--- src/hdl/mmio_config.svh ---
`ifndef MMIO_CONFIG_SVH
`define MMIO_CONFIG_SVH

// i/o regions, everything else falls through to ram
`define MMIO_UART_BASE      32'hF000_0000
`define MMIO_TIMER_BASE     32'hF000_0100

// each i/o region is four words wide
`define MMIO_REGION_BYTES   32'h0000_0010

// ram size in 32-bit words, the address wraps modulo this
`define MMIO_RAM_WORDS      1024

// uart bit time in clocks
`define MMIO_CLKS_PER_BIT   8

`endif

--- src/hdl/bus_pkg.sv ---
package bus_pkg;

    // byte address as issued by the bus master
    typedef logic [31:0] addr_t;

    // one bus data word
    typedef logic [31:0] data_t;

    // which target owns a command
    typedef logic [1:0] target_t;

    localparam target_t TGT_RAM   = 2'd0;
    localparam target_t TGT_UART  = 2'd1;
    localparam target_t TGT_TIMER = 2'd2;

endpackage

--- src/hdl/periph_pkg.sv ---
package periph_pkg;

    // 8N1 transmitter phases
    typedef enum logic [1:0] {
        UART_IDLE  = 2'd0,
        UART_START = 2'd1,
        UART_DATA  = 2'd2,
        UART_STOP  = 2'd3
    } uart_state_e;

    // mtime and mtimecmp width
    typedef logic [63:0] mtime_t;

    // completed uart frames
    typedef logic [15:0] byte_cnt_t;

endpackage

--- src/hdl/machine_timer.sv ---
`timescale 1ns/10ps

module machine_timer (
    input  logic            clk,
    input  logic            rst_n,
    input  logic            start,
    input  logic            write,
    input  bus_pkg::addr_t  addr,
    input  bus_pkg::data_t  wdata,
    output logic            ready,
    output bus_pkg::data_t  rdata,
    output logic            rdata_valid,
    output logic            timer_irq
);

    periph_pkg::mtime_t  mtime_q;
    periph_pkg::mtime_t  mtimecmp_q;
    logic [1:0]          word_sel;

    // word offset within the region
    assign word_sel = addr[3:2];

    // single-cycle target, never stalls
    assign ready = 1'b1;

    always_ff @(posedge clk or negedge rst_n) begin
        if (!rst_n) begin
            mtime_q <= '0;
        end else begin
            mtime_q <= mtime_q + 1'b1;
        end
    end

    // mtime is read-only, writes to offsets 0x0 and 0x4 are dropped
    always_ff @(posedge clk or negedge rst_n) begin
        if (!rst_n) begin
            mtimecmp_q <= '1;
        end else if (start && write) begin
            case (word_sel)
                2'd2:    mtimecmp_q[31:0]  <= wdata;
                2'd3:    mtimecmp_q[63:32] <= wdata;
                default: mtimecmp_q        <= mtimecmp_q;
            endcase
        end
    end

    always_ff @(posedge clk or negedge rst_n) begin
        if (!rst_n) begin
            timer_irq <= 1'b0;
        end else begin
            timer_irq <= (mtime_q >= mtimecmp_q);
        end
    end

    always_ff @(posedge clk or negedge rst_n) begin
        if (!rst_n) begin
            rdata_valid <= 1'b0;
        end else begin
            rdata_valid <= start && !write;
        end
    end

    // value sampled in the accept cycle
    always_ff @(posedge clk) begin
        if (start && !write) begin
            case (word_sel)
                2'd0:    rdata <= mtime_q[31:0];
                2'd1:    rdata <= mtime_q[63:32];
                2'd2:    rdata <= mtimecmp_q[31:0];
                default: rdata <= mtimecmp_q[63:32];
            endcase
        end
    end

endmodule

--- config.mk ---
export PLATFORM = sky130hd
export DESIGN_NAME = machine_timer
export DESIGN_NICKNAME = d
export VERILOG_FILES = /design/src/hdl/mmio_config.svh /design/src/hdl/bus_pkg.sv /design/src/hdl/periph_pkg.sv /design/src/hdl/machine_timer.sv
export SDC_FILE = /design/constraint.sdc
export NUM_CORES = 1
export LEC_CHECK = 0
export BUFFER_PORTS_ARGS = -buffer_cell sky130_fd_sc_hd__buf_2
export CAP_MARGIN = 10
export CELL_PAD_IN_SITES_DETAIL_PLACEMENT = 0
export CELL_PAD_IN_SITES_GLOBAL_PLACEMENT = 1
export CORE_MARGIN = 5
export CORE_UTILIZATION = 35
export DETAILED_ROUTE_END_ITERATION = 8
export GPL_TIMING_DRIVEN = 0
export PLACE_DENSITY_LB_ADDON = 0.15
export RECOVER_POWER = 25
export SLEW_MARGIN = 20
export SYNTH_ARGS = -nofsm -noshare
export SYNTH_HDL_FRONTEND = slang
export SYNTH_SLANG_ARGS = --single-unit
--- constraint.sdc ---
create_clock -name clk -period 4.7 [get_ports clk]
set_input_delay 0.94 -clock clk [delete_from_list [all_inputs] [get_ports clk]]
set_output_delay 0.94 -clock clk [all_outputs]
set_load 0.05 [all_outputs]
==> metrics.md <==
| Metric | Value |
|---|---|
| Crit path max-delay family | buffers and inverters |
| Flops & latches, synth | 162 |
| CTS-repair resized insts | 0 |
| Violated checks | max-capacitance violations, max-slew violations |
| Yosys warnings | 0 |
| Post-synthesis xor/xnor area fraction | 6.33% |
| Core area | 24400 um2 |
| Post-route minimum period | 3320 ps |
| Simple-gate share of the synthesized area | 10.5% |
| P_sw | 0.997 mW |
| 1st-pass router iterations | 4 |
| Syn avg cell area | 12.8 um2 |
| Multi-input gate area | 4050 um2 |
| Final cycle utilization of the critical path | 70.7% |
| Setup TNS | 0 ps |
| Clock share of power | 37.7% |
| Yosys cell types | 49 |
| Seq/Total Area, Yosys | 49.4% |
| Largest family of logic cells by synthesized area | multiplexers |
| Drt via density | 5.09 |
| Comb pwr share | 15.0% |
| Ant diodes | 0 |
| Die footprint | 28100 um2 |
| Number of setup violations in the final report | 0 |
| H-Tree Depth | 4 |
| Critical Path RT | 5000 ps |
| Largest cells by area after synthesis | dfstp_2, dfrtp_1, edfxtp_1, ha_1, mux2_2 |
| TritonCTS clock tree | done |
| Area leader, netlist | dfstp_2 |
| Main synth FF type | dfrtp_1 |
| Buffers & Inverters on Critical Path | 2 |
| Vias in the first global route | 6136 |
| GR Layer Usage met2 | 25.4% |
| Hold-fix buffers, CTS | 0 |
| Row cnt | 57 |
| DRT iter0 DRCs | 262 |
| # DRC | 0 |
| FF/Latch Area | 4290 um2 |
| Min-Delay Path Class | flip-flop to flip-flop |
| Cell Area, Synth | 8690 um2 |
| Worst EP arrival | 3620 ps |
| IO buf count | 69 |
| GRT met3 Usage | 2.97% |
| CTS Buffer Depth | 2 |
| Sequential power share | 47.3% |
| Number of fill cells | 2360 |
| Mapped Cells | 681 |
| Worst IR Drop VDD | 0.147 mV |
| CP peak stage delay | 1270 ps |
| Total Routing Usage GR | 16.1% |
| Internal power | 2.79 mW |
| Final Total Pwr | 3.78 mW |
| Average wire per standard cell | 20.1 um |
| EDFF count, synth | 32 |
| Slowest-stage cell, CP | clkbuf_4 |
| Met1 Usage GRT | 22.9% |
| Post-layout nets | 904 |
| Setup repair bufs after CTS | 0 |
| P&R area growth vs syn | 15.9% |
| CTS root buf | clkbuf_16 |
| Sw Share | 26.4% |
| Initial antenna violation count | 0 |
| Post-synthesis adder-cell area fraction | 9.36% |
| DRT Wirelength | 22200 um |
| Num Clock Sinks | 162 |
| Largest net degree at the start of global routing | 99 |
| Worst-Skew Late Latency | 430 ps |
| DRT antenna net count | 0 |
| GPL Wtd Cong | 0.837 |
| Share of synthesized registers carrying an async set or reset | 80.2% |
| Mapped Nets | 814 |
| Clock Skews | 8.55 ps |
| Top-area cell type share of the netlist area | 19.3% |
| CP Cell Sequence | clkbuf_1 > clkbuf_4 |
| Slew @ Worst Pin | 1770 ps |
| Critical path type | input pin to asynchronous set/reset pin |
| Final hold vios | 0 |
| Multiplexer share of the synthesized area | 16.6% |
| CTS Buf Count | 17 |
| Initial core utilization | 35.6% |
| Layout cells sized above 1 | 36.4% |
| Worst slew margin | -18.3% |
| Vias | 5642 |
| Post-DP HPWL | 16300 um |
| Fmax | 301 MHz |
| Max Slew Vio Count | 34 |
| First-pass GRT wire length | 35000 um |
| Post-synthesis compound-gate area fraction | 3.83% |
| Max Cap Viol | 1 |
| Leak | 4.61 nW |
| Outcome | finished, violations left |
| Busiest grt layer | met2 |
| PD cells | 376 nW/um2 |
| Unrepaired setup endpoints after global routing | no |
| CTS clk-pin slew, worst paths | 60 ps |
| CP Capture Type | asynchronous set/reset pin |
| Io pins | 103 |
| Die H | 168 um |
| Die X | 168 um |
| CP Max Fanout | 98 |
| GRT overflow | 0 |
| Setup crit start kind | input pin |
-- state kept, by name (all words and copies together) (netlist names) --
signal,count
timer_irq,1
mtime_q,64
rdata,32
mtimecmp_q,64
rdata_valid,1
-- power by group through the flow --
stage                     sequential (mW)  combinational [mW]  clock [mW]
after floorplan                      1.83               0.351           0
after global placement               1.81               0.553           0
after detailed placement             1.82               0.577           0
after CTS                            1.79               0.581        1.47
after global routing                 1.81               0.630        1.52
final                                1.79               0.566        1.43
-- layout make-up --
class | instances | share of cell area (%)
Inverter | 72 | 2.68
Sequential cell | 162 | 42.6
Tap cell | 324 | 4.02
Clock buffer | 19 | 4.40
Timing Repair Buffer | 71 | 3.69
Multi-Input combinational cell | 430 | 40.2
Clock inverter | 13 | 1.59
Buffer | 17 | 0.782
-- path summary, 6_finish.rpt --
| kind | cells past startpoint | startpoint | slack [ps] | to |
|---|---|---|---|---|
| max in group clk | 4 | addr[3] | 1550 | rdata[1] |
| setup / recovery | 2 | rst_n | 1380 | mtime_q[32] |
| hold / removal | 1 | mtime_q[63] | 530 | mtime_q[63] |
| min in group asynchronous | 1 | rst_n | 990 | mtime_q[8] |
| hold reg to reg | 1 | mtime_q[63] | 530 | mtime_q[63] |
| setup reg to reg | 8 | mtimecmp_q[5] | 1960 | timer_irq |
-- through the flow --
step	setup slack [ps]	area, um2	hold WS (ps)	utilization [%]	std cells
6_report	1380	10100	528	41.3	1108
5_1_grt	784	10100	552	41.3	1108
4_1_cts	1430	10100	368	41.5	1108
3_5_place_dp	965	9510	515	39.0	1076
3_3_place_gp	572	9440	512	38.7	1074
2_1_floorplan	1860	8690	464	-	681
-- worst reg2reg max path, cell delays in order (launching register included) --
cell	delay (ps)
dfstp_2	550
inv_1	50
ha_1	280
a21oi_1	170
o21ai_0	150
a221o_1	400
o31a_1	350
a2111oi_0	400
o21ai_0	230
-- Yosys cell counts, types with 3 or more instances --
| cell | number |
|---|---|
| nand4_1 | 23 |
| dfrtp_1 | 66 |
| nand3_1 | 29 |
| or3_4 | 3 |
| o21ai_0 | 8 |
| inv_1 | 72 |
| and3_1 | 6 |
| nor3_1 | 11 |
| clkbuf_1 | 8 |
| a21oi_1 | 22 |
| mux4_2 | 32 |
| mux2_2 | 64 |
| nor2_1 | 21 |
| dfstp_2 | 64 |
| xnor2_1 | 37 |
| ha_1 | 65 |
| and4_1 | 10 |
| edfxtp_1 | 32 |
| buf_1 | 4 |
| a21o_1 | 13 |
| xor2_1 | 24 |
| nand2_1 | 27 |
| buf_4 | 3 |
-- placed cells by master, fill, tap and decap left out, types with 3 or more instances in the layout --
cell type and instances:
a21o_1 13, a21oi_1 22, and3_1 6, and4_1 10, buf_1 3, buf_2 71
buf_4 3, bufinv_16 3, clkbuf_1 10, clkbuf_16 17, clkinv_2 4, clkinv_4 3
dfrtp_1 66, dfstp_2 64, edfxtp_1 32, ha_1 65, inv_1 72, mux2_2 64
mux4_2 32, nand2_1 27, nand3_1 29, nand4_1 24, nor2_1 21, nor3_1 11
o21ai_0 8, or3_4 3, xnor2_1 37, xor2_1 24
-- routing by layer --
layer | wire (um) | up-vias
li1 | - | 2643
met1 | 10400 | 2869
met2 | 10500 | 107
met3 | 1080 | 23
met4 | 287 | 0
met5 | 0 | -
-- kinds of logic (layout without fill, tap and decap cells) --
| kind of cell | count (synthesis) | after routing |
|---|---|---|
| DFF | 162 | 162 |
| and+or+nand+nor | 153 | 153 |
| muxes | 96 | 96 |
| buffers and inverters | 89 | 192 |
| adders and majority gates | 65 | 65 |
| xor gates and xnor gates | 62 | 62 |
| AOI/OAI and AO/OA | 53 | 53 |
| other | 1 | 1 |
No activity file was read; power rests on OpenSTA's default activity.
