File: config.mk
export PLATFORM = sky130hd
export DESIGN_NAME = uart_tx_port
export DESIGN_NICKNAME = d
export VERILOG_FILES = /design/src/hdl/bus_pkg.sv /design/src/hdl/periph_pkg.sv /design/src/hdl/uart_tx_port.sv
export VERILOG_INCLUDE_DIRS = /design/src /design/src/hdl
export SDC_FILE = /design/constraint.sdc
export NUM_CORES = 1
export LEC_CHECK = 0
export ABC_AREA = 1
export BUFFER_PORTS_ARGS = -buffer_cell sky130_fd_sc_hd__buf_4
export CORE_AREA = 2 2 65 82
export CTS_CLUSTER_DIAMETER = 30
export CTS_CLUSTER_SIZE = 14
export DETAILED_ROUTE_END_ITERATION = 16
export DIE_AREA = 0 0 67 84
export PLACE_DENSITY = 0.82
export SYNTH_ARGS = -nofsm -noshare
export SYNTH_HDL_FRONTEND = slang
export SYNTH_SLANG_ARGS = --single-unit
File: constraint.sdc
create_clock -name clk -period 4.5 [get_ports clk]
set_input_delay 0.9 -clock clk [delete_from_list [all_inputs] [get_ports clk]]
set_output_delay 0.9 -clock clk [all_outputs]
set_load 0.1 [all_outputs]
File: src/hdl/mmio_config.svh
`ifndef MMIO_CONFIG_SVH
`define MMIO_CONFIG_SVH

// i/o regions, everything else falls through to ram
`define MMIO_UART_BASE      32'hF000_0000
`define MMIO_TIMER_BASE     32'hF000_0100

// each i/o region is four words wide
`define MMIO_REGION_BYTES   32'h0000_0010

// ram size in 32-bit words, the address wraps modulo this
`define MMIO_RAM_WORDS      1024

// uart bit time in clocks
`define MMIO_CLKS_PER_BIT   8

`endif

File: src/hdl/bus_pkg.sv
package bus_pkg;

    // byte address as issued by the bus master
    typedef logic [31:0] addr_t;

    // one bus data word
    typedef logic [31:0] data_t;

    // which target owns a command
    typedef logic [1:0] target_t;

    localparam target_t TGT_RAM   = 2'd0;
    localparam target_t TGT_UART  = 2'd1;
    localparam target_t TGT_TIMER = 2'd2;

endpackage

File: src/hdl/periph_pkg.sv
package periph_pkg;

    // 8N1 transmitter phases
    typedef enum logic [1:0] {
        UART_IDLE  = 2'd0,
        UART_START = 2'd1,
        UART_DATA  = 2'd2,
        UART_STOP  = 2'd3
    } uart_state_e;

    // mtime and mtimecmp width
    typedef logic [63:0] mtime_t;

    // completed uart frames
    typedef logic [15:0] byte_cnt_t;

endpackage

File: src/hdl/uart_tx_port.sv
`timescale 1ns/10ps

`include "mmio_config.svh"

module uart_tx_port (
    input  logic            clk,
    input  logic            rst_n,
    input  logic            start,
    input  logic            write,
    input  bus_pkg::addr_t  addr,
    input  bus_pkg::data_t  wdata,
    output logic            ready,
    output bus_pkg::data_t  rdata,
    output logic            rdata_valid,
    output logic            uart_tx
);

    localparam int CLKS_PER_BIT = `MMIO_CLKS_PER_BIT;
    localparam int CLK_CNT_W    = $clog2(CLKS_PER_BIT);

    periph_pkg::uart_state_e  state_q;
    periph_pkg::byte_cnt_t    sent_cnt_q;
    logic [CLK_CNT_W-1:0]     clk_cnt_q;
    logic [2:0]               bit_idx_q;
    logic [7:0]               shift_q;
    logic                     bit_end;
    logic                     load;
    logic                     data_reg_hit;

    assign data_reg_hit = (addr[3:0] == 4'h0);
    assign bit_end      = (clk_cnt_q == CLK_CNT_W'(CLKS_PER_BIT - 1));
    assign load         = start && write && data_reg_hit &&
                          (state_q == periph_pkg::UART_IDLE);

    // busy from the cycle after the write until the stop bit is done
    assign ready = (state_q == periph_pkg::UART_IDLE);

    always_ff @(posedge clk or negedge rst_n) begin
        if (!rst_n) begin
            state_q    <= periph_pkg::UART_IDLE;
            clk_cnt_q  <= '0;
            bit_idx_q  <= '0;
            sent_cnt_q <= '0;
        end else begin
            if (state_q == periph_pkg::UART_IDLE || bit_end) begin
                clk_cnt_q <= '0;
            end else begin
                clk_cnt_q <= clk_cnt_q + 1'b1;
            end
            case (state_q)
                periph_pkg::UART_IDLE: begin
                    if (load) begin
                        state_q <= periph_pkg::UART_START;
                    end
                end
                periph_pkg::UART_START: begin
                    if (bit_end) begin
                        state_q   <= periph_pkg::UART_DATA;
                        bit_idx_q <= '0;
                    end
                end
                periph_pkg::UART_DATA: begin
                    if (bit_end) begin
                        bit_idx_q <= bit_idx_q + 1'b1;
                        if (bit_idx_q == 3'd7) begin
                            state_q <= periph_pkg::UART_STOP;
                        end
                    end
                end
                default: begin
                    if (bit_end) begin
                        state_q    <= periph_pkg::UART_IDLE;
                        sent_cnt_q <= sent_cnt_q + 1'b1;
                    end
                end
            endcase
        end
    end

    // lsb goes out first
    always_ff @(posedge clk) begin
        if (load) begin
            shift_q <= wdata[7:0];
        end else if (state_q == periph_pkg::UART_DATA && bit_end) begin
            shift_q <= {1'b0, shift_q[7:1]};
        end
    end

    always_comb begin
        case (state_q)
            periph_pkg::UART_START: uart_tx = 1'b0;
            periph_pkg::UART_DATA:  uart_tx = shift_q[0];
            default:                uart_tx = 1'b1;
        endcase
    end

    // read returns the frame count, other offsets read zero
    always_ff @(posedge clk or negedge rst_n) begin
        if (!rst_n) begin
            rdata_valid <= 1'b0;
        end else begin
            rdata_valid <= start && !write;
        end
    end

    always_ff @(posedge clk) begin
        if (start && !write) begin
            rdata <= data_reg_hit ? bus_pkg::data_t'(sent_cnt_q) : '0;
        end
    end

endmodule

==> flow_summary.yaml, run 1 <==
outcome:
  status: "complete, no violations"
synth:
  synth_area_mm2: 0.00238
  ys_ff_latch: 49
  avgSynthCellArea_um2: 9.75
  synth_cells: 244
  synth-seq-area-share: 0.566
  yosys_warnings: 0
  ys_types: 25
power_and_ir_drop:
  vdd_ir_drop_max_v: 0.000255
  switching_power_mw: 0.440
  leakage_nw: 1.29
  p_total_mw: 1.13
  internal_power_mw: 0.690
  powerDensity_mw_per_mm2: 417
  switching_share: 0.390
  clockPowerShare: 0.216
  seqPwrFrac: 0.464
  combPwrFrac: 0.320
clocking:
  ctsResizeCount: 0
  clock_path_buffers: 2
  cts_tree: "yes"
  clk_latency_ns: 0.30
  cts_buffers: 5
  hold_buffers: 0
  root_buffer: "clkbuf_8"
  cts-htree-levels: 2
  cts_setup_buffers: 0
  cts.sinks: 49
  cts.clk_slew.worst_paths_ns: 0.08
global_routing:
  grt-ovfl-total: 0
  grt_max_degree: 26
  grt_pass1_wl_um: 6330
  grt_util_all_layers: 0.148
  grt_pass1_vias: 1483
  grt_antenna_before_repair: 0
critical_path:
  crit_path_end_kind: "output pin"
  worstPathRequired_ns: 3.60
  reg2reg_depth: 4
  crit_fanout: 12
  worstSetupStartpointType: "register"
  crit_arrival_ns: 1.67
  path_class: "reg2out"
  reg2reg_from: "state_q[0]$_DFFE_PN0P_"
  critPathLaunch: "state_q[0]$_DFFE_PN0P_"
floorplanning:
  die_w_um: 67
  rows: 29
  core-area_mm2: 0.00493
  fp.dieH_um: 84
  start_util: 0.482
  dieArea_mm2: 0.00563
  pin_count: 103
sta:
  timing.setup.tns_ns: 0
  maxSlewViolCount: 0
  final-setup-viol-count: 0
  fin_skew_ns: 0.00291
  period_minus_slack_ns: 2.57
  fmax_mhz: 389
  grt_setup_unrepaired: "false"
  fin_crit_sh: 0.571
  hold_violations: 0
worst_hold_path:
  hp-class: "reg2reg"
  whs_path_depth: 1
  hold_start: "clk_cnt_q[0]$_DFF_PN0_"
job:
  maxCapViolations: 0
layout:
  layout.nets: 358
  n_antenna_cell: 0
  area_growth_pct: 14.0
  fillCellCount: 449
  drive_gt1_frac: 0.188
route:
  routed_wl_um: 3640
  drtPass1Iterations: 4
  vias: 1587
  post_drt_wl_per_cell_um: 10.6
  postRouteAntennaNets: 0
  drt_iter0_markers: 68
  drc_errors: 0
  via_per_inst: 4.61
placement:
  dp_hpwl_um: 2700
  gp_congestion: 0.877
  portBuffers: 34
-- Yosys cell counts (all sizes together) --
| master | number | share of area |
|---|---|---|
| nand2 | 55 | 0.091 |
| dfrtp | 25 | 0.26 |
| nand4 | 5 | 0.013 |
| nor2 | 39 | 0.070 |
| nor3 | 2 | 0.0089 |
| o21ai | 6 | 0.013 |
| conb | 1 | 0.0016 |
| nand3 | 14 | 0.034 |
| clkbuf | 2 | 0.0037 |
| o21bai | 1 | 0.0032 |
| inv | 31 | 0.049 |
| xor2 | 11 | 0.041 |
| edfxtp | 24 | 0.30 |
| ha | 9 | 0.047 |
| a21oi | 1 | 0.0021 |
| buf | 18 | 0.057 |
-- through the flow --
stage,util,instances,hold WS [ns],setup slack (ns),instance area (um2)
6_report,0.550,344,0.441,1.93,2710
5_1_grt,0.550,344,0.464,1.84,2710
4_1_cts,0.550,344,0.451,1.95,2710
2_1_floorplan,-,259,0.410,0.713,2430
3_3_place_gp,0.533,336,0.421,2.03,2630
3_5_place_dp,0.533,336,0.440,2.02,2630
-- layout by cell type (no fill, tap or decap), drive strengths merged --
cell type | synthesis | final
clkinv | 0 | 2
a21oi | 1 | 1
buf | 18 | 35
dfrtp | 25 | 25
o21bai | 1 | 1
nand4 | 5 | 5
nor3 | 2 | 2
xor2 | 11 | 11
ha | 9 | 9
inv | 31 | 31
nand3 | 14 | 14
edfxtp | 24 | 24
conb | 1 | 16
o21ai | 6 | 6
clkbuf | 2 | 6
nand2 | 55 | 55
nor2 | 39 | 39
-- kinds of logic (layout without fill, tap and decap cells) --
group / after synthesis / in the layout / synth area share
compound gates: 8 / 8 / 0.0179
fa+ha+maj: 9 / 9 / 0.0473
xor+xnor: 11 / 11 / 0.0405
flops: 49 / 49 / 0.566
other cells: 1 / 16 / 0.00158
buf+inv: 51 / 74 / 0.110
simple gates: 115 / 115 / 0.217
-- power by group through the flow --
stage | logic, mW | registers [mW] | clock network (mW)
4_1_cts | 0.363 | 0.525 | 0.249
6_report | 0.361 | 0.525 | 0.244
5_1_grt | 0.391 | 0.529 | 0.268
3_5_place_dp | 0.362 | 0.534 | 0
2_1_floorplan | 0.290 | 0.554 | 0
3_3_place_gp | 0.357 | 0.533 | 0
-- registers in the layout (all words and copies together) (netlist names) --
| name | count |
|---|---|
| bit_idx_q | 3 |
| clk_cnt_q | 3 |
| rdata | 16 |
| rdata_valid | 1 |
| sent_cnt_q | 16 |
| shift_q | 8 |
| state_q | 2 |
-- worst max-delay path, stage by stage, from the launching register on --
cell and delay, ns:
dfrtp_1 0.42, inv_1 0.09, ha_1 0.46, buf_4 0.38
-- layer usage --
metal  vias up  global-route usage  share of wire
li1        809                   -              -
met1       721               0.171           0.40
met2        49               0.248           0.52
met3         8              0.0405          0.055
met4         0              0.0724          0.023
met5         -                   0              0
-- layout make-up --
type	count	area, um2	area share
well taps	62	77.6	0.0286
flip-flops and latches	49	1350	0.496
clock buffers	6	72.6	0.0268
repair buffers	35	263	0.0969
multi-input cells	159	827	0.305
inverters	31	116	0.0429
clock inverters	2	10.0	0.00369
-- final timing paths --
kind                                                  to  slack [ns]
max in group asynchronous          rdata_valid$_DFF_PN0_        3.76
worst max register to register      shift_q[3]$_DFFE_PP_        2.67
worst min-delay path              clk_cnt_q[0]$_DFF_PN0_        0.44
worst min register to register    clk_cnt_q[0]$_DFF_PN0_        0.44
min in group asynchronous       bit_idx_q[0]$_DFFE_PN0P_        0.49
worst max-delay path                               ready        1.93
(Power assumes the default switching activity.)
==> inputs of run 2 (changes only) <==
--- a/config.mk
+++ b/config.mk
@@ -8,12 +8,12 @@
 export LEC_CHECK = 0
 export ABC_AREA = 1
 export BUFFER_PORTS_ARGS = -buffer_cell sky130_fd_sc_hd__buf_4
-export CORE_AREA = 2 2 65 82
+export CORE_AREA = 2 2 70 89
 export CTS_CLUSTER_DIAMETER = 30
 export CTS_CLUSTER_SIZE = 14
 export DETAILED_ROUTE_END_ITERATION = 16
-export DIE_AREA = 0 0 67 84
-export PLACE_DENSITY = 0.82
+export DIE_AREA = 0 0 72 91
+export PLACE_DENSITY = 0.74
 export SYNTH_ARGS = -nofsm -noshare
 export SYNTH_HDL_FRONTEND = slang
 export SYNTH_SLANG_ARGS = --single-unit
==> constraint.sdc (replaced) <==
create_clock -name clk -period 2.15 [get_ports clk]
set_input_delay 0.43 -clock clk [delete_from_list [all_inputs] [get_ports clk]]
set_output_delay 0.43 -clock clk [all_outputs]
set_load 0.1 [all_outputs]
==> run 2 against run 1 <==
Effect of this change: utilization decreased by 6.6 points; wire length increased by 4.1%; critical path depth increased by 2; highest routed layer unchanged.
==> flow_summary.yaml, run 2 (synthesis gave the netlist of run 1 again) <==
outcome:
  status: "complete, no violations"
critical_path:
  cp_slowest_cell: "dfrtp_1"
  path_class: "reg2out"
  crit_arrival_ns: 1.53
  worstSetupStartpointType: "register"
  crit_fanout: 8
  worstPathRequired_ns: 1.72
  crit_path_end_kind: "output pin"
  slowest_delay_ns: 0.42
  path_cells: "inv_1 > ha_2 > nand2_1 > o21ai_2 > buf_4"
sta:
  grt_setup_unrepaired: "false"
  fin_skew_ns: 0.00677
  fin_crit_sh: 0.912
  maxSlewViolCount: 0
  fmax_mhz: 510
  period_minus_slack_ns: 1.96
  timing.setup.tns_ns: 0
  hold_violations: 0
  final-setup-viol-count: 0
route:
  vias: 1578
  postRouteAntennaNets: 0
  drtPass1Iterations: 4
  drt_iter0_markers: 108
  post_drt_wl_per_cell_um: 10.9
  routed_wl_um: 3790
  drc_errors: 0
  via_per_inst: 4.52
power_and_ir_drop:
  leakage_nw: 1.30
  powerDensity_mw_per_mm2: 910
  vdd_ir_drop_max_v: 0.000428
  p_total_mw: 2.51
placement:
  placed_cells: 341
  placed_area_mm2: 0.00265
  dp_hpwl_um: 2750
  portBuffers: 34
  gp_congestion: 0.799
clocking:
  cts-htree-levels: 2
  root_buffer: "clkbuf_8"
  clock_path_buffers: 2
  cts_setup_buffers: 0
  clk_latency_ns: 0.29
  cts_buffers: 5
  cts.clk_slew.worst_paths_ns: 0.08
  cts_tree: "yes"
  ctsResizeCount: 0
  hold_buffers: 0
  cts.sinks: 49
global_routing:
  grt_util_all_layers: 0.126
  grt_antenna_before_repair: 0
  grt-ovfl-total: 0
  grt_pass1_vias: 1512
  grt_max_degree: 26
  grt_pass1_wl_um: 6600
layout:
  regArea_mm2: 0.00135
  fin_area_mm2: 0.00276
  drive_gt1_frac: 0.198
  layout_common_cells: "51 x nand2_1, 36 x buf_4, 35 x nor2_1"
  fin_cells: 349
  mostFrequentLayoutCell: "nand2_1"
  multi_input_comb_area_um2: 836
  reg.largest.list: "rdata x16, sent_cnt_q x16, shift_q x8"
  area_growth_pct: 15.9
  layout.nets: 359
  fin_util: 0.484
  n_antenna_cell: 0
  fillCellCount: 525
floorplanning:
  start_util: 0.417
  die_w_um: 72
  fp.dieH_um: 91
  pin_count: 103
  dieArea_mm2: 0.00655
  core-area_mm2: 0.00570
  rows: 31
worst_hold_path:
  hp-class: "in2async"
job:
  maxCapViolations: 0
-- run 2: changes by cell type in the layout (fill, tap and decap cells not counted) --
cell and delta:
buf_4 +1, bufinv_16 +1, clkinv_1 +1, clkinv_2 -2, ha_1 -2, ha_2 +2, o21ai_0 -1, o21ai_2 +1
-- run 2: per-layer routing --
layer | share of wire | GRT usage | up-vias
met5 | 0 | 0 | -
met4 | 0.018 | 0.0503 | 0
met3 | 0.045 | 0.0244 | 5
met2 | 0.51 | 0.218 | 46
met1 | 0.43 | 0.151 | 718
li1 | - | - | 809
-- run 2: power breakdown --
group          total [mW]  internal [mW]  switching (mW)
Combinational       0.782          0.182           0.600
Clock               0.628          0.344           0.284
Sequential           1.10           1.05          0.0484
-- run 2: worst max-delay path, delay by kind of cell, from the launching register on --
family | cells | cell delay (ns)
adder cells (fa/ha/maj) | 1 | 0.27
flip-flops | 1 | 0.42
buffers and inverters | 2 | 0.40
AND/OR/NAND/NOR | 1 | 0.08
AO/OA/AOI/OAI | 1 | 0.06
-- run 2: per-stage QoR --
step	setup slack, ns	hold slack (ns)
3_5_place_dp	0.378	0.360
5_1_grt	0.0973	0.0486
2_1_floorplan	0.111	0.134
6_report	0.190	0.0267
3_3_place_gp	0.393	0.355
4_1_cts	0.0847	0.0361
-- run 2: area by class of cell --
cell class	instances	share of cell area
well taps	66	0.0299
repair buffers	36	0.0980
flip-flops and latches	49	0.488
inverters	31	0.0422
clock buffers	6	0.0263
multi-input cells	159	0.303
clock inverters	2	0.0123
-- run 2: path summary, 6_finish.rpt --
path                                        start                   endpoint  slack [ns]  depth (start not counted)
max                        state_q[0]$_DFFE_PN0P_                    uart_tx        0.19                          5
min                                         rst_n   bit_idx_q[1]$_DFFE_PN0P_        0.03                          1
max reg2reg                state_q[0]$_DFFE_PN0P_       shift_q[0]$_DFFE_PP_        0.46                          4
min reg2reg                clk_cnt_q[0]$_DFF_PN0_     clk_cnt_q[0]$_DFF_PN0_        0.45                          1
max in group asynchronous                   rst_n  sent_cnt_q[1]$_DFFE_PN0P_        1.87                          1
min in group clk                         wdata[5]       shift_q[5]$_DFFE_PP_        0.43                          3
