`config.mk`:
```
export PLATFORM = sky130hd
export DESIGN_NAME = mmio_decoder
export DESIGN_NICKNAME = d
export VERILOG_FILES = /design/src/hdl/bus_pkg.sv /design/src/hdl/mmio_decoder.sv
export VERILOG_INCLUDE_DIRS = /design/src /design/src/hdl
export SDC_FILE = /design/constraint.sdc
export NUM_CORES = 1
export LEC_CHECK = 0
export BUFFER_PORTS_ARGS = -buffer_cell sky130_fd_sc_hd__buf_2
export CAP_MARGIN = 25
export CORE_AREA = 2 2 156 158
export CTS_CLUSTER_DIAMETER = 80
export DETAILED_ROUTE_END_ITERATION = 6
export DIE_AREA = 0 0 158 160
export GPL_ROUTABILITY_DRIVEN = 0
export PLACE_DENSITY = 0.43
export SYNTH_ARGS = -nofsm -noshare
export SYNTH_HDL_FRONTEND = slang
export SYNTH_SLANG_ARGS = --single-unit
```
`constraint.sdc`:
```
create_clock -name clk -period 2.4 [get_ports clk]
set_input_delay 0.36 -clock clk [delete_from_list [all_inputs] [get_ports clk]]
set_output_delay 0.36 -clock clk [all_outputs]
set_load 0.01 [all_outputs]
```
`src/hdl/mmio_config.svh`:
```
`ifndef MMIO_CONFIG_SVH
`define MMIO_CONFIG_SVH

// i/o regions, everything else falls through to ram
`define MMIO_UART_BASE      32'hF000_0000
`define MMIO_TIMER_BASE     32'hF000_0100

// each i/o region is four words wide
`define MMIO_REGION_BYTES   32'h0000_0010

// ram size in 32-bit words, the address wraps modulo this
`define MMIO_RAM_WORDS      1024

// uart bit time in clocks
`define MMIO_CLKS_PER_BIT   8

`endif

```
`src/hdl/bus_pkg.sv`:
```
package bus_pkg;

    // byte address as issued by the bus master
    typedef logic [31:0] addr_t;

    // one bus data word
    typedef logic [31:0] data_t;

    // which target owns a command
    typedef logic [1:0] target_t;

    localparam target_t TGT_RAM   = 2'd0;
    localparam target_t TGT_UART  = 2'd1;
    localparam target_t TGT_TIMER = 2'd2;

endpackage

```
`src/hdl/mmio_decoder.sv`:
```
`timescale 1ns/10ps

`include "mmio_config.svh"

module mmio_decoder (
    input  logic              clk,
    input  logic              rst_n,

    input  logic              cmd_start,
    input  logic              cmd_write,
    input  bus_pkg::addr_t    cmd_addr,
    input  bus_pkg::data_t    cmd_wdata,
    output logic              cmd_ready,
    output bus_pkg::data_t    rdata,
    output logic              rdata_valid,

    output logic              ram_start,
    output logic              ram_write,
    output bus_pkg::addr_t    ram_addr,
    output bus_pkg::data_t    ram_wdata,
    input  logic              ram_ready,
    input  bus_pkg::data_t    ram_rdata,
    input  logic              ram_rdata_valid,

    output logic              uart_start,
    output logic              uart_write,
    output bus_pkg::addr_t    uart_addr,
    output bus_pkg::data_t    uart_wdata,
    input  logic              uart_ready,
    input  bus_pkg::data_t    uart_rdata,
    input  logic              uart_rdata_valid,

    output logic              timer_start,
    output logic              timer_write,
    output bus_pkg::addr_t    timer_addr,
    output bus_pkg::data_t    timer_wdata,
    input  logic              timer_ready,
    input  bus_pkg::data_t    timer_rdata,
    input  logic              timer_rdata_valid
);

    logic              in_uart;
    logic              in_timer;
    logic              accept;
    bus_pkg::target_t  live_target;
    bus_pkg::target_t  held_target;

    // decode on the live address
    assign in_uart  = (cmd_addr >= `MMIO_UART_BASE) &&
                      (cmd_addr < (`MMIO_UART_BASE + `MMIO_REGION_BYTES));
    assign in_timer = (cmd_addr >= `MMIO_TIMER_BASE) &&
                      (cmd_addr < (`MMIO_TIMER_BASE + `MMIO_REGION_BYTES));

    always_comb begin
        if (in_uart) begin
            live_target = bus_pkg::TGT_UART;
        end else if (in_timer) begin
            live_target = bus_pkg::TGT_TIMER;
        end else begin
            live_target = bus_pkg::TGT_RAM;
        end
    end

    assign accept = cmd_start && cmd_ready;

    // only the addressed target sees start and write
    assign ram_start   = accept && (live_target == bus_pkg::TGT_RAM);
    assign ram_write   = cmd_write && (live_target == bus_pkg::TGT_RAM);
    assign uart_start  = accept && (live_target == bus_pkg::TGT_UART);
    assign uart_write  = cmd_write && (live_target == bus_pkg::TGT_UART);
    assign timer_start = accept && (live_target == bus_pkg::TGT_TIMER);
    assign timer_write = cmd_write && (live_target == bus_pkg::TGT_TIMER);

    // i/o targets get region-relative offsets
    assign ram_addr    = cmd_addr;
    assign uart_addr   = cmd_addr - `MMIO_UART_BASE;
    assign timer_addr  = cmd_addr - `MMIO_TIMER_BASE;

    assign ram_wdata   = cmd_wdata;
    assign uart_wdata  = cmd_wdata;
    assign timer_wdata = cmd_wdata;

    // target of the last accepted command
    always_ff @(posedge clk or negedge rst_n) begin
        if (!rst_n) begin
            held_target <= bus_pkg::TGT_RAM;
        end else if (accept) begin
            held_target <= live_target;
        end
    end

    // all result signals come from the held target
    always_comb begin
        case (held_target)
            bus_pkg::TGT_UART: begin
                cmd_ready   = uart_ready;
                rdata       = uart_rdata;
                rdata_valid = uart_rdata_valid;
            end
            bus_pkg::TGT_TIMER: begin
                cmd_ready   = timer_ready;
                rdata       = timer_rdata;
                rdata_valid = timer_rdata_valid;
            end
            default: begin
                cmd_ready   = ram_ready;
                rdata       = ram_rdata;
                rdata_valid = ram_rdata_valid;
            end
        endcase
    end

endmodule

```
==> flow_summary_export.csv, run 1 <==
group,metric,value,unit
synth,synth_ff_type,"dfrtp_1",
grt,overflow,0,
setup_path,crit_type,"in -> out",
cells_and_area,largest_reg_flops,2,
synth,syn-num-nets,557,
sta,fin_crit_sh,103.1,%
synth,yosys-top-cells-area,"buf_4 48%, a22oi_1 9.7%, o21ai_0 7.1%, nand2_1 6.2%, xor2_1 4.8%",
sta,setup_ws,-75.45,ps
setup_path,startpoint_type,"input pin",
sta,tightest_slew,419.1,ps
route,ant_nets,0,
sta,fmax,404.0,MHz
cells_and_area,regMostFlops,"held_target",
synth,avgSynthCellArea,6.696,µm²
cts,clk_latency,220,ps
grt,antenna_found_initial,0,
setup_path,crit_end,"timer_write",
sta,slew_violations,0,
place,io_buffers,273,
sta,period_needed,2475,ps
cts,cts_tree,"built",
floorplanning,die_h,160,µm
grt,grt_pass1_wl,14810,µm
power,powerDensity,214.0,mW/mm²
setup_path,rr_endpoint,"held_target[0]",
setup_path,crit_start,"cmd_addr[24]",
run_status,status,"finished, violations left",
setup_path,r2r_start,"held_target[0]",
synth,ys_seq_area_share,1.962,%
sta,timing.hold.ws,473.1,ps
setup_path,cp.required,2040,ps
synth,yosys_warnings,0,
synth,yosys.area.top_type,"buf_4",
route,viasPerCell,3.483,
floorplanning,die_x,158,µm
floorplanning,row_count,57,
sta,rsz0062_at_grt,"yes",
min_path,hold_class,"in -> async",
synth,ys_ff_latch,2,
synth,ys_types,33,
cts,cts_buffers,3,
place,post-dp-hpwl,9446,µm
cts,clkTransAtPathRegs,30,ps
grt,grt_max_degree,35,
cts,htreeDepth,1,
place,pre_cts_ws,-193.0,ps
sta,slew_headroom,71.70,%
grt,grt_pass1_vias,2694,
route,vias,2915,
setup_path,crit_path_end_kind,"output pin",
floorplanning,start_util,10.71,%
synth,synth_edf_count,0,
cells_and_area,fill_cells,2841,
setup_path,rrSetupSlack,700,ps
cells_and_area,area_growth,35.07,%
route,firstDrtPassIters,4,
power,irDropWorstVdd,0.0001589,V
sta,clock_skew,2.079,ps
route,drtIter0Drc,121,
sta,hold_violations,0,
cells_and_area,largest_registers,"held_target: 2 flops",
cts,cts_sinks,2,
sta,setup_viol,2,
power,power.leakage,0.001761,µW
floorplanning,ioPinCount,402,
synth,async_flop_share,100.0,%
floorplanning,die-area,0.02528,mm²
synth,synth.most_common_cell,"buf_4",
route,totalWireLength,10860,µm
flow_run,cap_violations,0,
synth,synthesis.instances,381,
cells_and_area,nets,691,
route,wl_per_cell,12.97,µm
cts,ctsLongestPathBuffers,2,
synth,synth_common_cells,"164 x buf_4, 42 x nand2_1, 36 x o21ai_0, 33 x a22oi_1, 15 x clkbuf_1",
cts,cts-root-buf,"clkbuf_16",
grt,track_usage,7.605,%
power,finalPower,737.5,µW
setup_path,arrival,2120,ps
cells_and_area,antenna_cells,0,
run_status,violations,"negative setup slack",
setup_path,worstPathMaxFanout,3,
synth,yosysTopAreaCellShare,48.26,%
setup_path,reg2reg_depth,7,
cells_and_area,final_core_util,14.47,%
floorplanning,core_area,0.02382,mm²
synth,synthesis.area,0.002551,mm²
cells_and_area,drive_gt1_share,63.16,%
route,drc,0,
==> how the worst min path moves through the flow <==
stage,from,endpoint,slack [ps],cells after the start
floorplan,rst_n,held_target[0],60,0
global placement,rst_n,held_target[1],150,1
detailed placement,rst_n,held_target[1],150,1
CTS,rst_n,held_target[0],490,2
global route,rst_n,held_target[0],510,2
finish,rst_n,held_target[0],470,2
==> area by class of cell <==
cell class / instances / area [µm²] / area share [%]
timing repair buffer: 308 / 1647 / 47.79
tap: 324 / 405.4 / 11.76
clock buffer: 3 / 75.07 / 2.179
multi-input combinational: 192 / 1239 / 35.95
inverter: 8 / 30.03 / 0.8715
sequential: 2 / 50.05 / 1.452
==> through the flow <==
step | cells | cell area, µm² | setup TNS, ps
2_1_floorplan | 381 | 2551 | 0
3_3_place_gp | 832 | 3286 | -375.3
3_5_place_dp | 832 | 3286 | -421.4
4_1_cts | 837 | 3410 | -122.0
5_1_grt | 837 | 3446 | -185.6
6_report | 837 | 3446 | -79.44
==> report_power, final <==
group          switching [µW]  total, µW  internal [µW]
sequential         0.00000490       34.0           34.0
clock                    37.5        249            212
combinational             233        454            221
==> critical path, stage by stage <==
cell and delay, ps:
buf_6 90, or4_4 540, or2_4 260, or4_4 540, a211oi_2 150, buf_4 160
==> kinds of logic after synthesis <==
family / share of synthesized area, %
simple gates: 15.01
flops: 1.962
buf+inv: 51.64
fa+ha+maj: 2.943
xor+xnor: 6.866
compound gates: 21.58
==> layer usage <==
metal,track usage [%],vias up,part of all wire [%]
met4,3.849,0,4.0
met1,7.739,1297,36
met2,13.72,178,49
li1,-,1402,-
met5,0,-,0
met3,2.524,38,11
==> layout by cell type (no fill, tap or decap), drive strengths merged <==
cell type    netlist  final
o21ai             37     37
nand3              6      6
o31ai              5      5
or2                1      1
clkbuf            15      3
nor3b              1      1
or4                3      3
buf              164    307
xor2              14     14
or3                1      1
xnor2              6      6
a21o               1      1
nor3               5      5
inv                8      8
nand2             42     42
a221o              1      1
nor2              11     11
a21oi              2      2
nand4              1      1
a211oi             1      1
o21bai             1      1
dfrtp              2      2
and2               1      1
nor4               7      7
ha                 6      6
o41ai              3      3
dlygate4sd3        0      1
and3               1      1
a31oi              1      1
nand2b             1      1
a22oi             33     33
==> timing repair <==
action,4_1_cts,5_1_grt
setup endpoints to repair,5,12
endpoints found under the hold margin,2,0
resized for setup,6,6
hold buffers,1,0
buffers inserted,1,0
pin swaps,5,1
Power figures use the tool's default switching activity.
==> inputs of run 2 (changes only) <==
--- a/config.mk
+++ b/config.mk
@@ -14,6 +14,7 @@
 export DIE_AREA = 0 0 158 160
 export GPL_ROUTABILITY_DRIVEN = 0
 export PLACE_DENSITY = 0.43
+export REMOVE_ABC_BUFFERS = 1
 export SYNTH_ARGS = -nofsm -noshare
 export SYNTH_HDL_FRONTEND = slang
 export SYNTH_SLANG_ARGS = --single-unit
==> run 2 against run 1 <==
Effect of this change:
- the flow still finishes with violations (negative setup slack)
- wire length rose by 32%
- critical path type unchanged
- flip-flop and latch count did not move
- final cell count rose by 0.48%
- worst setup slack improved by 72 ps
- utilization rose by 0.19 points
- critical path depth did not move
- highest routed layer is now met5
- sequential power barely moved
==> flow_summary_export.csv, run 2 (synthesis gave the netlist of run 1 again) <==
group,metric,value,unit
route,totalWireLength,14370,µm
grt,grt_pass1_vias,2972,
floorplanning,row_count,57,
min_path,hold_class,"in -> async",
cts,htreeDepth,1,
cells_and_area,most-common-layout-cells,"270 x buf_2, 42 x nand2_1, 36 x o21ai_0, 36 x buf_4, 33 x a22oi_1",
floorplanning,die_x,158,µm
cts,cts_buffers,3,
setup_path,worstPathMaxFanout,3,
setup_path,crit_end,"timer_write",
sta,tightest_slew,545.0,ps
sta,clock_skew,0.1878,ps
place,io_buffers,273,
run_status,status,"finished, violations left",
power,power.leakage,0.001794,µW
cells_and_area,area_growth,36.88,%
cts,clk_latency,220,ps
grt,track_usage,10.27,%
setup_path,crit_path_end_kind,"output pin",
sta,slew_headroom,63.19,%
route,wl_met1,5111,µm
setup_path,path_cells,"buf_6 -> or4_4 -> or2_4 -> or4_4 -> a211oi_2 -> buf_2",
setup_path,rrSetupSlack,690,ps
setup_path,cpMostUsedCell,"or4_4",
power,p_switching,269.8,µW
power,p_sw_share,36.55,%
sta,setup_ws,-3.241,ps
route,ant_nets,0,
place,pre_cts_ws,-240.8,ps
sta,slew_violations,0,
cells_and_area,final_core_util,14.66,%
setup_path,r2r_start,"held_target[0]",
cells_and_area,drive_gt1_share,63.25,%
cells_and_area,nets,695,
cells_and_area,regMostFlops,"held_target",
sta,rsz0062_at_grt,"yes",
setup_path,cp_top_family,"simple AND/OR/NAND/NOR gates",
floorplanning,start_util,10.71,%
setup_path,startpoint_type,"input pin",
run_status,violations,"negative setup slack",
route,firstDrtPassIters,4,
sta,period_needed,2403,ps
setup_path,arrival,2040,ps
sta,fin_setup_tns,-3.241,ps
sta,fmax,416.1,MHz
cells_and_area,fill_cells,2832,
cts,cts-root-buf,"clkbuf_16",
route,vias,3140,
grt,antenna_found_initial,0,
route,met3_length,3352,µm
power,irDropWorstVdd,0.0001499,V
route,drtIter0Drc,182,
cells_and_area,antenna_cells,0,
sta,hold_violations,0,
route,drc,0,
place,post-dp-hpwl,12070,µm
cells_and_area,layout_commonest_cell,"buf_2",
power,p_int,468.4,µW
route,wl_per_cell,17.09,µm
flow_run,cap_violations,0,
cts,ctsLongestPathBuffers,2,
setup_path,crit_start,"cmd_addr[25]",
cts,cts_sinks,2,
floorplanning,core_area,0.02382,mm²
setup_path,crit_path_top_delay_cell,"or4_4",
power,comb_power_share,62.0,%
grt,grt_max_degree,67,
cts,cts_tree,"built",
cells_and_area,largest_registers,"held_target: 2 flops",
route,wl_met2,5754,µm
floorplanning,die_h,160,µm
floorplanning,die-area,0.02528,mm²
route,routed.top_layer,"met5",
cts,clkTransAtPathRegs,30,ps
floorplanning,ioPinCount,402,
setup_path,path_depth,6,
power,p_seq_share,4.6,%
setup_path,slowest_delay,550,ps
cells_and_area,largest_reg_flops,2,
setup_path,crit_buf_inv,2,
setup_path,cp.required,2040,ps
sta,timing.hold.ws,472.5,ps
setup_path,reg2reg_depth,7,
setup_path,crit_type,"in -> out",
grt,overflow,0,
sta,setup_viol,1,
power,clkPwrFrac,33.4,%
sta,fin_crit_sh,100.1,%
power,powerDensity,211.4,mW/mm²
route,viasPerCell,3.734,
grt,grt_pass1_wl,18950,µm
setup_path,rr_endpoint,"held_target[1]",
run 2: changes by cell type in the layout (fill, tap and decap cells not counted), sizes merged:
cell / delta
buf: +4
run 2: through the flow:
stage               power, µW  cell area (µm²)  std cells
finish                  738.2             3492        841
detailed placement      489.5             3353        836
global placement        491.2             3353        836
floorplan               140.5             1264        202
CTS                     746.8             3457        840
global route            788.6             3492        841
run 2: worst min-delay path by stage:
stage,end,depth (start not counted)
after detailed placement,held_target[0],1
after floorplan,held_target[0],0
after global routing,held_target[0],2
after CTS,held_target[0],2
final,held_target[1],2
after global placement,held_target[0],1
run 2: routing by layer:
layer	global-route usage, %	up-vias
li1	-	1406
met1	10.04	1358
met2	15.53	366
met3	10.31	8
met4	1.188	2
met5	3.968	-
run 2: repair_timing:
item | 4_1_cts | 5_1_grt
buffers inserted | 0 | 1
setup endpoints to repair | 3 | 8
hold endpoints to repair | 2 | 0
gates resized for setup | 4 | 6
gates cloned | 0 | 0
pin swaps | 4 | 0
hold buffers | 1 | 0
run 2: cell type report:
cell class | count | area (µm²) | share of cell area (%)
timing repair buffer | 312 | 1714 | 49.09
multi-input combinational | 192 | 1217 | 34.86
tap | 324 | 405.4 | 11.61
clock buffer | 3 | 75.07 | 2.150
sequential | 2 | 50.05 | 1.433
inverter | 8 | 30.03 | 0.8599
run 2: power groups by stage:
stage	combinational (µW)	clock, µW	sequential [µW]
after CTS	462	251	34.0
after detailed placement	455	0	34.3
after global routing	499	256	34.0
after floorplan	106	0	34.3
after global placement	457	0	34.3
final	458	246	34.0
==> inputs of run 3 (changes only) <==
--- a/config.mk
+++ b/config.mk
@@ -15,6 +15,7 @@
 export GPL_ROUTABILITY_DRIVEN = 0
 export PLACE_DENSITY = 0.43
 export REMOVE_ABC_BUFFERS = 1
+export SLEW_MARGIN = 20
 export SYNTH_ARGS = -nofsm -noshare
 export SYNTH_HDL_FRONTEND = slang
 export SYNTH_SLANG_ARGS = --single-unit
==> constraint.sdc (replaced) <==
create_clock -name clk -period 2.7 [get_ports clk]
set_input_delay 0.135 -clock clk [delete_from_list [all_inputs] [get_ports clk]]
set_output_delay 0.135 -clock clk [all_outputs]
set_load 0.01 [all_outputs]
==> run 3 against run 2 <==
Effect of this change:
- the run now ends clean
- combinational power decreased by 18%
- cell area decreased by 9.1%
- clock skew increased by 2.7 ps
- via count decreased by 4.0%
- utilization decreased by 1.3 points
- power decreased by 15%
- critical path depth unchanged
- register-to-register slack improved by 70 ps
- hold slack got worse by 230 ps
- sequential power decreased by 11%
- die area unchanged
- critical path type is now reg -> out
- critical endpoint is now uart_start
==> flow_summary_export.csv, run 3 (synthesis gave the netlist of run 1 again) <==
group,metric,value,unit
run_status,status,"finished clean",
sta,clock_skew,2.935,ps
sta,fmax,439.1,MHz
cts,clk_latency,220,ps
grt,overflow,0,
route,drc,0,
cells_and_area,largest_registers,"held_target: 2 flops",
cts,cts_buffers,3,
floorplanning,core_area,0.02382,mm²
sta,tightest_slew,572.5,ps
grt,antenna_found_initial,0,
grt,grt_max_degree,67,
route,ant_nets,0,
sta,fin_setup_tns,0,ps
place,post-dp-hpwl,11690,µm
floorplanning,die_h,160,µm
power,powerDensity,197.6,mW/mm²
grt,grt_pass1_vias,2629,
sta,fin_crit_sh,84.34,%
route,viasPerCell,3.720,
route,firstDrtPassIters,4,
min_path,hold_class,"in -> async",
route,vias,3013,
cells_and_area,most-common-layout-cells,"273 x buf_2, 42 x nand2_1, 36 x o21ai_0, 33 x a22oi_1, 14 x xor2_1",
grt,track_usage,9.677,%
floorplanning,start_util,10.71,%
cts,cts_sinks,2,
floorplanning,die-area,0.02528,mm²
cells_and_area,largest_reg_flops,2,
cells_and_area,regMostFlops,"held_target",
flow_run,cap_violations,0,
sta,setup_viol,0,
cts,cts_setup_buffers,0,
grt,grt_pass1_wl,17550,µm
cts,clkTransAtPathRegs,30,ps
setup_path,crit_type,"reg -> out",
cells_and_area,antenna_cells,0,
power,power.leakage,0.001624,µW
place,io_buffers,273,
setup_path,worstPathMaxFanout,5,
route,totalWireLength,13810,µm
floorplanning,ioPinCount,402,
cts,cts_tree,"built",
cells_and_area,drive_gt1_share,59.67,%
cts,cts_resized,0,
setup_path,startpoint_type,"flip-flop",
cts,htreeDepth,1,
sta,slew_violations,0,
cts,cts_hold_buf,1,
setup_path,rrSetupSlack,760,ps
cells_and_area,nets,664,
floorplanning,die_x,158,µm
cts,ctsLongestPathBuffers,2,
power,irDropWorstVdd,0.0002077,V
cts,cts-root-buf,"clkbuf_16",
cells_and_area,layout_commonest_cell,"buf_2",
setup_path,cp.required,2570,ps
floorplanning,row_count,57,
sta,period_needed,2277,ps
route,drtIter0Drc,124,
route,wl_per_cell,17.05,µm
sta,rsz0062_at_grt,"no",
cells_and_area,area_growth,24.47,%
setup_path,crit_path_end_kind,"output pin",
sta,timing.hold.ws,242.6,ps
sta,slew_headroom,61.83,%
sta,hold_violations,0,
setup_path,arrival,2140,ps
run 3: critical path, cell delays in order (launching register included):
cell     delay [ps]
dfrtp_1         410
ha_2            360
a221o_1         120
nand3_1         250
nor4_1          460
buf_4           190
buf_2           120
run 3: cell type report:
cell class                 count  area (µm²)
fill                        2810       20640
timing repair buffer         281        1429
multi-input combinational    192        1186
tap                          324       405.4
clock buffer                   3       75.07
sequential                     2       50.05
inverter                       8       30.03
run 3: metrics by stage:
stage                     power [µW]  setup WS, ps  std cells  area (µm²)  utilization (%)
after floorplan                124.9         111.5        202        1264                -
after global placement         410.8         443.9        806        3090            12.97
after detailed placement       408.6         431.1        806        3090            12.97
after CTS                      636.2         280.4        810        3176            13.33
after global routing           670.5         260.7        810        3176            13.33
final                          627.6         422.8        810        3176            13.33
run 3: report_power, final:
part	internal [µW]	switching, µW	total [µW]
clock	188	31.9	220
combinational	175	203	377
sequential	30.2	0.00000503	30.2
total	393	234	628
run 3: final timing paths:
path | from | to | depth (start not counted)
worst max-delay path | held_target[1] | uart_start | 6
worst min-delay path | rst_n | held_target[0] | 2
worst max register to register | held_target[1] | held_target[0] | 6
worst min register to register | held_target[0] | held_target[0] | 1
max in group asynchronous | rst_n | held_target[1] | 2
min in group clk | cmd_wdata[2] | timer_wdata[2] | 0
run 3: per-layer routing:
layer / vias up / wire [µm] / global-route usage, %
met5: - / 173 / 6.548
met4: 4 / 39 / 0.2867
met3: 11 / 2826 / 8.277
met2: 341 / 5525 / 14.74
met1: 1311 / 5245 / 10.34
li1: 1346 / - / -
